$ cat config.mk
export PLATFORM = sky130hd
export DESIGN_NAME = issue_stage
export DESIGN_NICKNAME = d
export VERILOG_FILES = /design/src/verilog/issue_pkg.sv /design/src/verilog/dispatch_regs.sv /design/src/verilog/instr_decoder.sv /design/src/verilog/issue_control.sv /design/src/verilog/issue_stage.sv /design/src/verilog/operand_bypass.sv
export SDC_FILE = /design/constraint.sdc
export NUM_CORES = 1
export LEC_CHECK = 0
export BUFFER_PORTS_ARGS = -buffer_cell sky130_fd_sc_hd__buf_4
export CAP_MARGIN = 20
export CORE_AREA = 2 2 269 271
export CTS_BUF_LIST = sky130_fd_sc_hd__clkbuf_2
export DETAILED_ROUTE_END_ITERATION = 16
export DIE_AREA = 0 0 271 273
export PLACE_DENSITY = 0.48
export SKIP_CTS_REPAIR_TIMING = 1
export SLEW_MARGIN = 20
export SYNTH_ARGS = -nofsm -noshare
export SYNTH_HDL_FRONTEND = slang
export SYNTH_SLANG_ARGS = --single-unit
$ cat constraint.sdc
create_clock -name clk -period 6.33 [get_ports clk]
set_clock_uncertainty 0.05 [all_clocks]
set_input_delay 0.9495 -clock clk [delete_from_list [all_inputs] [get_ports clk]]
set_output_delay 0.9495 -clock clk [all_outputs]
set_load 0.01 [all_outputs]
$ cat src/verilog/issue_pkg.sv
`default_nettype none

package issue_pkg;

    // data path widths
    localparam int XLEN = 32;
    localparam int ROB_DEPTH = 8;
    localparam int ROB_TAG_W = $clog2(ROB_DEPTH);

    typedef logic [XLEN-1:0] word_t;
    typedef logic [4:0] reg_idx_t;
    // tag 0 means the value is ready
    typedef logic [ROB_TAG_W-1:0] rob_tag_t;

    // supported RV32I major opcodes
    typedef enum logic [6:0] {
        op_lui   = 7'b0110111,
        op_auipc = 7'b0010111,
        op_br    = 7'b1100011,
        op_imm   = 7'b0010011,
        op_reg   = 7'b0110011
    } opcode_e;

    // arithmetic funct3 values
    localparam logic [2:0] F3_ADD = 3'b000;
    localparam logic [2:0] F3_SLL = 3'b001;
    localparam logic [2:0] F3_XOR = 3'b100;
    localparam logic [2:0] F3_OR  = 3'b110;
    localparam logic [2:0] F3_AND = 3'b111;

    typedef enum logic [2:0] {
        alu_add = 3'b000,
        alu_sll = 3'b001,
        alu_sub = 3'b010,
        alu_xor = 3'b100,
        alu_or  = 3'b110,
        alu_and = 3'b111
    } alu_op_e;

    typedef enum logic [1:0] {
        unit_none = 2'd0,
        unit_alu  = 2'd1,
        unit_cmp  = 2'd2
    } unit_e;

    typedef struct packed {
        logic  valid;
        word_t pc;
        word_t instr;
    } iq_entry_t;

    typedef struct packed {
        word_t    vj;
        word_t    vk;
        rob_tag_t qj;
        rob_tag_t qk;
    } reg_src_t;

    typedef struct packed {
        logic  ready;
        word_t value;
    } rob_slot_t;

    typedef rob_slot_t [ROB_DEPTH-1:0] rob_view_t;

    typedef struct packed {
        word_t    value;
        logic     valid;
        rob_tag_t tag;
    } operand_t;

    typedef struct packed {
        unit_e      unit;
        alu_op_e    alu_op;
        logic [2:0] funct3;
        reg_idx_t   rd;
        logic       use_pc;
        logic       use_imm;
        word_t      imm;
        word_t      b_imm;
    } decoded_t;

    typedef struct packed {
        logic     valid;
        operand_t rs1;
        operand_t rs2;
        alu_op_e  op;
        rob_tag_t rob_idx;
    } alu_entry_t;

    typedef struct packed {
        logic       valid;
        operand_t   rs1;
        operand_t   rs2;
        word_t      pc;
        word_t      b_imm;
        logic [2:0] funct3;
        rob_tag_t   rob_idx;
    } cmp_entry_t;

    typedef struct packed {
        word_t      instr_pc;
        logic [6:0] opcode;
        reg_idx_t   rd;
    } rob_entry_t;

endpackage

`default_nettype wire

$ cat src/verilog/dispatch_regs.sv
`timescale 1ns/1ps
`default_nettype none

module dispatch_regs (
    input  logic                  clk,
    input  logic                  rst,
    input  logic                  issue_alu_i,
    input  logic                  issue_cmp_i,
    input  issue_pkg::word_t      pc_i,
    input  issue_pkg::decoded_t   dec_i,
    input  logic [6:0]            opcode_i,
    input  issue_pkg::operand_t   rs1_i,
    input  issue_pkg::operand_t   rs2_i,
    input  issue_pkg::rob_tag_t   free_tag_i,
    output issue_pkg::alu_entry_t alu_o,
    output issue_pkg::cmp_entry_t cmp_o,
    output logic                  rob_write_o,
    output issue_pkg::rob_entry_t rob_entry_o,
    output logic                  tag_write_o,
    output issue_pkg::reg_idx_t   tag_rd_o,
    output issue_pkg::rob_tag_t   tag_o
);
    import issue_pkg::*;

    operand_t   op_a;
    operand_t   op_b;
    alu_entry_t alu_d;
    cmp_entry_t cmp_d;

    // pc and immediate enter as ready operands
    always_comb begin
        op_a = rs1_i;
        op_b = rs2_i;
        if (dec_i.use_pc) begin
            op_a = '{value: pc_i, valid: 1'b1, tag: '0};
        end
        if (dec_i.use_imm) begin
            op_b = '{value: dec_i.imm, valid: 1'b1, tag: '0};
        end
    end

    always_comb begin
        alu_d.valid   = issue_alu_i;
        alu_d.rs1     = op_a;
        alu_d.rs2     = op_b;
        alu_d.op      = dec_i.alu_op;
        alu_d.rob_idx = free_tag_i;

        cmp_d.valid   = issue_cmp_i;
        cmp_d.rs1     = rs1_i;
        cmp_d.rs2     = rs2_i;
        cmp_d.pc      = pc_i;
        cmp_d.b_imm   = dec_i.b_imm;
        cmp_d.funct3  = dec_i.funct3;
        cmp_d.rob_idx = free_tag_i;
    end

    always_ff @(posedge clk) begin
        alu_o                <= alu_d;
        cmp_o                <= cmp_d;
        rob_entry_o.instr_pc <= pc_i;
        rob_entry_o.opcode   <= opcode_i;
        rob_entry_o.rd       <= dec_i.rd;
        tag_rd_o             <= dec_i.rd;
        tag_o                <= free_tag_i;
        // strobes last one cycle
        rob_write_o          <= issue_alu_i || issue_cmp_i;
        tag_write_o          <= issue_alu_i;
        if (rst) begin
            alu_o.valid <= 1'b0;
            cmp_o.valid <= 1'b0;
            rob_write_o <= 1'b0;
            tag_write_o <= 1'b0;
        end
    end

endmodule

`default_nettype wire

$ cat src/verilog/instr_decoder.sv
`timescale 1ns/1ps
`default_nettype none

module instr_decoder (
    input  issue_pkg::word_t    instr_i,
    output issue_pkg::decoded_t dec_o,
    output issue_pkg::reg_idx_t rs1_o,
    output issue_pkg::reg_idx_t rs2_o
);
    import issue_pkg::*;

    logic [6:0] opcode;
    logic [2:0] funct3;
    logic       sub_sel;
    logic       arith_ok;
    alu_op_e    arith_op;
    word_t      i_imm;
    word_t      u_imm;
    word_t      b_imm;

    assign opcode = instr_i[6:0];
    assign funct3 = instr_i[14:12];
    assign rs1_o  = instr_i[19:15];
    assign rs2_o  = instr_i[24:20];

    // sign-extended immediates
    assign i_imm = {{21{instr_i[31]}}, instr_i[30:20]};
    assign u_imm = {instr_i[31:12], 12'h000};
    assign b_imm = {{20{instr_i[31]}}, instr_i[7], instr_i[30:25], instr_i[11:8], 1'b0};

    // funct7 bit 5 selects sub for register ops only
    assign sub_sel = (opcode == op_reg) && instr_i[30];

    // funct3 to alu op, shared by reg and imm forms
    always_comb begin
        arith_ok = 1'b1;
        arith_op = alu_add;
        case (funct3)
            F3_ADD: arith_op = sub_sel ? alu_sub : alu_add;
            F3_SLL: arith_op = alu_sll;
            F3_XOR: arith_op = alu_xor;
            F3_OR:  arith_op = alu_or;
            F3_AND: arith_op = alu_and;
            // slt, sltu and right shifts
            default: arith_ok = 1'b0;
        endcase
    end

    always_comb begin
        dec_o         = '0;
        dec_o.unit    = unit_none;
        dec_o.alu_op  = arith_op;
        dec_o.funct3  = funct3;
        dec_o.rd      = instr_i[11:7];
        dec_o.imm     = i_imm;
        dec_o.b_imm   = b_imm;
        case (opcode)
            op_reg: begin
                if (arith_ok) begin
                    dec_o.unit = unit_alu;
                end
            end
            op_imm: begin
                dec_o.use_imm = 1'b1;
                if (arith_ok) begin
                    dec_o.unit = unit_alu;
                end
            end
            op_auipc: begin
                // pc + upper immediate
                dec_o.unit    = unit_alu;
                dec_o.alu_op  = alu_add;
                dec_o.use_pc  = 1'b1;
                dec_o.use_imm = 1'b1;
                dec_o.imm     = u_imm;
            end
            op_br: begin
                dec_o.unit = unit_cmp;
            end
            // lui and anything unknown is consumed without issue
            default: dec_o.unit = unit_none;
        endcase
    end

endmodule

`default_nettype wire

$ cat src/verilog/issue_control.sv
`timescale 1ns/1ps
`default_nettype none

module issue_control (
    input  logic                entry_valid_i,
    input  issue_pkg::unit_e    unit_i,
    input  issue_pkg::reg_idx_t rd_i,
    input  logic                rob_full_i,
    input  issue_pkg::rob_tag_t rob_free_tag_i,
    input  logic                alu_rs_full_i,
    input  logic                cmp_rs_full_i,
    output logic                iq_read_o,
    output logic                issue_alu_o,
    output logic                issue_cmp_o
);
    import issue_pkg::*;

    logic alu_room;
    logic cmp_room;

    // a free ROB tag plus a slot in the target station
    assign alu_room = (rob_free_tag_i != '0) && !alu_rs_full_i;
    assign cmp_room = (rob_free_tag_i != '0) && !cmp_rs_full_i;

    always_comb begin
        iq_read_o   = 1'b0;
        issue_alu_o = 1'b0;
        issue_cmp_o = 1'b0;
        if (entry_valid_i && !rob_full_i) begin
            case (unit_i)
                unit_none: iq_read_o = 1'b1;
                unit_alu: begin
                    if (rd_i == '0) begin
                        // write to x0, drop it
                        iq_read_o = 1'b1;
                    end else if (alu_room) begin
                        iq_read_o   = 1'b1;
                        issue_alu_o = 1'b1;
                    end
                end
                unit_cmp: begin
                    if (cmp_room) begin
                        iq_read_o   = 1'b1;
                        issue_cmp_o = 1'b1;
                    end
                end
                default: iq_read_o = 1'b0;
            endcase
        end
    end

endmodule

`default_nettype wire

$ cat src/verilog/issue_stage.sv
`timescale 1ns/1ps
`default_nettype none

module issue_stage (
    input  logic                  clk,
    input  logic                  rst,
    input  issue_pkg::iq_entry_t  iq_entry_i,
    output logic                  iq_read_o,
    output issue_pkg::reg_idx_t   rs1_o,
    output issue_pkg::reg_idx_t   rs2_o,
    input  issue_pkg::reg_src_t   reg_src_i,
    input  issue_pkg::rob_view_t  rob_i,
    input  logic                  rob_full_i,
    input  issue_pkg::rob_tag_t   rob_free_tag_i,
    input  logic                  alu_rs_full_i,
    input  logic                  cmp_rs_full_i,
    output issue_pkg::alu_entry_t alu_o,
    output issue_pkg::cmp_entry_t cmp_o,
    output logic                  rob_write_o,
    output issue_pkg::rob_entry_t rob_entry_o,
    output logic                  tag_write_o,
    output issue_pkg::reg_idx_t   tag_rd_o,
    output issue_pkg::rob_tag_t   tag_o
);
    import issue_pkg::*;

    decoded_t dec;
    operand_t opnd_j;
    operand_t opnd_k;
    logic     issue_alu;
    logic     issue_cmp;

    instr_decoder u_decoder (
        .instr_i (iq_entry_i.instr),
        .dec_o   (dec),
        .rs1_o   (rs1_o),
        .rs2_o   (rs2_o)
    );

    // register file answers in the same cycle
    operand_bypass u_bypass_j (
        .value_i (reg_src_i.vj),
        .tag_i   (reg_src_i.qj),
        .rob_i   (rob_i),
        .opnd_o  (opnd_j)
    );

    operand_bypass u_bypass_k (
        .value_i (reg_src_i.vk),
        .tag_i   (reg_src_i.qk),
        .rob_i   (rob_i),
        .opnd_o  (opnd_k)
    );

    issue_control u_control (
        .entry_valid_i  (iq_entry_i.valid),
        .unit_i         (dec.unit),
        .rd_i           (dec.rd),
        .rob_full_i     (rob_full_i),
        .rob_free_tag_i (rob_free_tag_i),
        .alu_rs_full_i  (alu_rs_full_i),
        .cmp_rs_full_i  (cmp_rs_full_i),
        .iq_read_o      (iq_read_o),
        .issue_alu_o    (issue_alu),
        .issue_cmp_o    (issue_cmp)
    );

    dispatch_regs u_dispatch (
        .clk         (clk),
        .rst         (rst),
        .issue_alu_i (issue_alu),
        .issue_cmp_i (issue_cmp),
        .pc_i        (iq_entry_i.pc),
        .dec_i       (dec),
        .opcode_i    (iq_entry_i.instr[6:0]),
        .rs1_i       (opnd_j),
        .rs2_i       (opnd_k),
        .free_tag_i  (rob_free_tag_i),
        .alu_o       (alu_o),
        .cmp_o       (cmp_o),
        .rob_write_o (rob_write_o),
        .rob_entry_o (rob_entry_o),
        .tag_write_o (tag_write_o),
        .tag_rd_o    (tag_rd_o),
        .tag_o       (tag_o)
    );

endmodule

`default_nettype wire

$ cat src/verilog/operand_bypass.sv
`timescale 1ns/1ps
`default_nettype none

module operand_bypass (
    input  issue_pkg::word_t     value_i,
    input  issue_pkg::rob_tag_t  tag_i,
    input  issue_pkg::rob_view_t rob_i,
    output issue_pkg::operand_t  opnd_o
);
    import issue_pkg::*;

    rob_slot_t slot;
    logic      hit;

    // producer slot named by the register file tag
    assign slot = rob_i[tag_i];
    assign hit  = (tag_i != '0) && slot.ready;

    always_comb begin
        if (hit) begin
            // result already in the ROB
            opnd_o.value = slot.value;
            opnd_o.tag   = '0;
        end else begin
            opnd_o.value = value_i;
            opnd_o.tag   = tag_i;
        end
        opnd_o.valid = (opnd_o.tag == '0);
    end

endmodule

`default_nettype wire
; After elaboration in Yosys (flattened, before gate mapping)
; Index checks and enable logic that the tools add are counted.
[word_totals]
register_bits = 212
latchBits = 0
mem_bits_rw = 0
mem_bits_ro = 0
in_bits = 407
out_inout_bits = 287
word_cells = 83
n_memories = 0
[op_classes]
add_sub_neg = 0
multipliers = 0
div = 0
magnitude_cmp = 2
eq_ne = 10
shift = 0
muxes = 28
bitwise = 0
n_reduce_logical = 21
[ops]
columns = operator, count
row1 = 33-bit binary-select mux with 3-bit select, 2
row2 = 36-bit 2-to-1 mux, 2
row3 = 33-bit 2-to-1 mux, 2
row4 = 32-bit 2-to-1 mux, 2
row5 = 31-bit 2-to-1 mux, 1
row6 = 3-bit case mux with 5 select lines, 1
row7 = 7-bit by 5-bit == test with 1-bit output (second input constant), 2
row8 = 1-bit 2-to-1 mux, 13
row9 = 3-bit == test (second input constant), 3
row10 = 3-bit logical NOT, 3
row11 = 3-bit nonzero test, 3
row12 = 3-bit by 4-bit less-than comparator with 1-bit output (second input constant), 2
row13 = 7-bit by 6-bit == test with 1-bit output (second input constant), 1
row14 = 7-bit == test (second input constant), 1
row15 = 1-bit logical AND, 6
row16 = 3-bit 2-to-1 mux, 2
row17 = 2-bit case mux with 3 select lines, 1
row18 = 5-bit logical NOT, 1
row19 = 5-bit OR reduction, 1
row20 = 2-bit OR reduction, 2
row21 = 3-bit by 1-bit == test with 1-bit output (second input constant), 1
row22 = 1-bit logical NOT, 3
row23 = 1-bit case mux with 3 select lines, 1
row24 = 2-bit by 1-bit == test with 1-bit output (second input constant), 1
row25 = other kinds (4), 4

; Depth between registers and ports, before layout
[logic_depth]
ltp_word = 9
ltp_mapped = 8
ltp_nobuf = 5

; Cells and area by module
; From an unflattened synthesis, not the netlist that was laid out.
[unflattened]
cells_unflattened = 813
area_unflattened_um2 = 11780.0
[modules_own_cells]
columns = module, n_inst, cells_each, area_each_um2, seq_area_each_um2
row1 = dispatch_regs, 1, 359, 6088.3, 4644.5
row2 = operand_bypass, 2, 167, 2396.0, 0.0
row3 = instr_decoder, 1, 109, 824.5, 0.0
row4 = issue_control, 1, 11, 75.1, 0.0

; Worst setup path after synthesis
; OpenSTA, ideal clock, no wires.
[synth_path]
kind = input to output
from = input port iq_entry_i[7] (netlist bit)
to = output port iq_read_o
t_arrival_ns = 1.956
required_time_ns = 5.330
setup_slack_ns = 3.374
path_stages = 3
path_buffers = 0
path_cell_list = or4_1 -> o221ai_1 -> o221a_2
[synth_via]
elab_chain_len = 4
[synth_lines]
columns = item, line_no
row1 = "start, declared", issue_stage.sv:7  ; input issue_pkg::iq_entry_t iq_entry_i,
row2 = 5-bit logical NOT, issue_control.sv:33  ; if (rd_i == '0) begin
row3 = 1-bit 2-to-1 mux, issue_control.sv:33
row4 = 1-bit case mux with 3 select lines, issue_control.sv:30  ; case (unit_i)
row5 = 1-bit 2-to-1 mux, issue_control.sv:29  ; if (entry_valid_i && !rob_full_i) begin
row6 = "end, declared", issue_stage.sv:8  ; output logic iq_read_o,
; No other way between the ends.

; Worst setup path in the final report
; Ends and elaborated chain as after synthesis.

==> impl_results.md <==
* Most area-consuming cells after synthesis: dfxtp_1, mux4_2, buf_4, mux2_2, nand2_1
* Minimum clock period at 3930 ps
* Area of the mapped netlist at 11000 sq um
* # H-tree levels at 2
* Critical Setup Path Class: in -> out
* Ys flop type: dfxtp_1
* Port Buffer Count at 691
* Layout Nets at 2068
* DR vias at 11036
* Drt initial violations at 541
* Core ar. at 71000 sq um
* Area share of the largest cell type after synthesis at 37.5%
* Reg area at 4140 sq um
* Fin. max-slew vios at 0
* CP required at 5330 ps
* Yosys warning count at 0
* Final worst-path cycle share at 62.1%
* Final WL at 59.9 mm
* Multi-input gate area at 5880 sq um
* Final hold vios at 0
* Yosys reg bits at 207
* Rows at 98
* Average wire per standard cell at 22.5 um
* Synth-to-layout area growth at 61.7%
* Placed cell area at 16500 sq um
* Grt total ovfl at 0
* Synthesized net count at 1387
* Final Instance Area at 17800 sq um
* Result of the run: finished, final reports clean
* Worst Setup End Kind: primary output
* Post-synth EDFFs at 0
* CTS sink count at 207
* Post-DRT Antenna Nets at 0
* Post-DP HPWL at 46.9 mm
* Vias per cell at 4.15
* Pwr Density at 213 nW/um^2
* Root Buffer: clkbuf_2
* First-pass GRT wire length at 81.0 mm
* Layout cell share with drive strength beyond 1 at 56.6%
* Crit path arrival time at 2930 ps
* Most common cell in the netlist: dfxtp_1
* Async set-reset flop share out of synthesis at 0%
* RSZ-0062 raised after global routing: no
* Maxcap violations at 0
* GRT Total Usage at 15.2%
* Mean Syn Cell Area at 11.3 sq um
* Vias in the first global route at 11568
* CTS tree: yes
* Synth unique cells at 46
* Ports at 694
* Clock buffer count from CTS at 61
* Die height at 273 um
* Relative slew slack at 26.8%
* Worst Tran Pin Value at 1070 ps
* Setup TNS at 0 ps
* Fill cell count at 7692
* Initial Util at 15.5%
* Pin count of the biggest net entering global routing at 69
* # setup viols final at 0
* Die area at 74000 sq um
* Worst VDD drop at 0.121 mV
* # DRC at 0
* Final Power at 3.80 mW
* Area leader, netlist: dfxtp_1
* CTS clock-pin slew for the worst setup and hold paths at 80 ps
* Final Wtd Congestion at 0.881
* Width of the die at 271 um
* Seq/Total Area, Yosys at 37.5%
* Initial antenna violation count at 12
* Hold/Removal Path Class: in -> reg
* Utilization after layout at 25.1%
* Crit path launch type: primary input
* Max Fclk at 254 MHz
* Leakage at 7.93 nW
* Synth cell count leaders: dfxtp_1, mux4_2, nand2_1
* Worst-path fanout max at 3
* CTS Buffer Depth at 3
* Synth Instances at 980
* Drt pass-1 iters at 5
-- worst max-delay path, stage by stage --
cell and delay [ps]:
dlygate4sd3_1 540, buf_4 130, or4_1 530, o221ai_1 360, o221a_2 280, buf_4 130
-- logic make-up (layout without fill, tap and decap cells) --
logic type             Yosys count  after routing  share of synthesized area, %
buffers and inverters          171            897                          9.29
flip-flops                     207            207                          37.5
AO/OA/AOI/OAI                  121            121                          7.40
AND/OR/NAND/NOR                275            275                          12.1
multiplexers                   205            205                          33.6
other                            1              4                        0.0340
-- worst paths after layout --
path / end / from / depth (start not counted) / slack, ps
setup / recovery: iq_read_o / iq_entry_i[7] / 6 / 2400
hold / removal: u_dispatch.cmp_o[90] / reg_src_i[22] / 3 / 110
-- cells in the final DEF, fill, tap and decap left out, types with 2 or more instances in the layout --
cell type,n
buf_4,703
dfxtp_1,207
inv_1,6
mux2_2,38
a31oi_1,18
o21ai_0,14
o31ai_1,32
inv_6,2
a21oi_1,33
nor3_1,46
mux2i_1,38
and3_1,22
or2_1,18
dlygate4sd3_1,79
nor3b_1,11
nand2_1,107
nor4_1,3
nand2b_1,4
clkinv_1,19
and2_1,8
nor2b_1,9
diode_2,3
nor2_1,36
o21ai_1,2
clkbuf_2,81
and3b_1,4
mux4_2,128
a311o_1,11
clkinv_2,5
-- state kept, by name (all words and copies together), names as in the netlist --
name                    cells
u_dispatch.rob_entry_o     11
u_dispatch.alu_o           79
u_dispatch.rob_write_o      1
u_dispatch.cmp_o          116
-- layer usage --
| metal | up-vias | share of wire [%] | track usage [%] |
|---|---|---|---|
| li1 | 4967 | - | - |
| met1 | 5406 | 40 | 18.0 |
| met2 | 554 | 50 | 26.2 |
| met3 | 105 | 7.5 | 4.07 |
| met4 | 4 | 3.3 | 5.79 |
| met5 | - | 0.035 | 0 |
-- final cells by class --
type | instances | area share [%]
timing repair buffer | 782 | 34.0
multi-input combinational | 602 | 33.0
sequential | 207 | 23.2
tap | 950 | 6.66
clock buffer | 81 | 2.27
clock inverter | 27 | 0.680
inverter | 7 | 0.147
antenna | 3 | 0.0421
-- where the power goes --
group	internal (mW)	switching [mW]
logic	0.662	0.598
clock network	0.361	0.652
registers	1.46	0.0637
total	2.49	1.31
-- metrics by stage --
step | setup WS (ps) | instances | hold WS [ps]
global route | 2290 | 2658 | -6.28
floorplan | 3370 | 980 | 927
detailed placement | 2050 | 2469 | 1010
finish | 2400 | 2659 | 110
CTS | 2930 | 2577 | -240
global placement | 2160 | 2469 | 1010
Note: power is estimated with default switching activity, not from simulation.
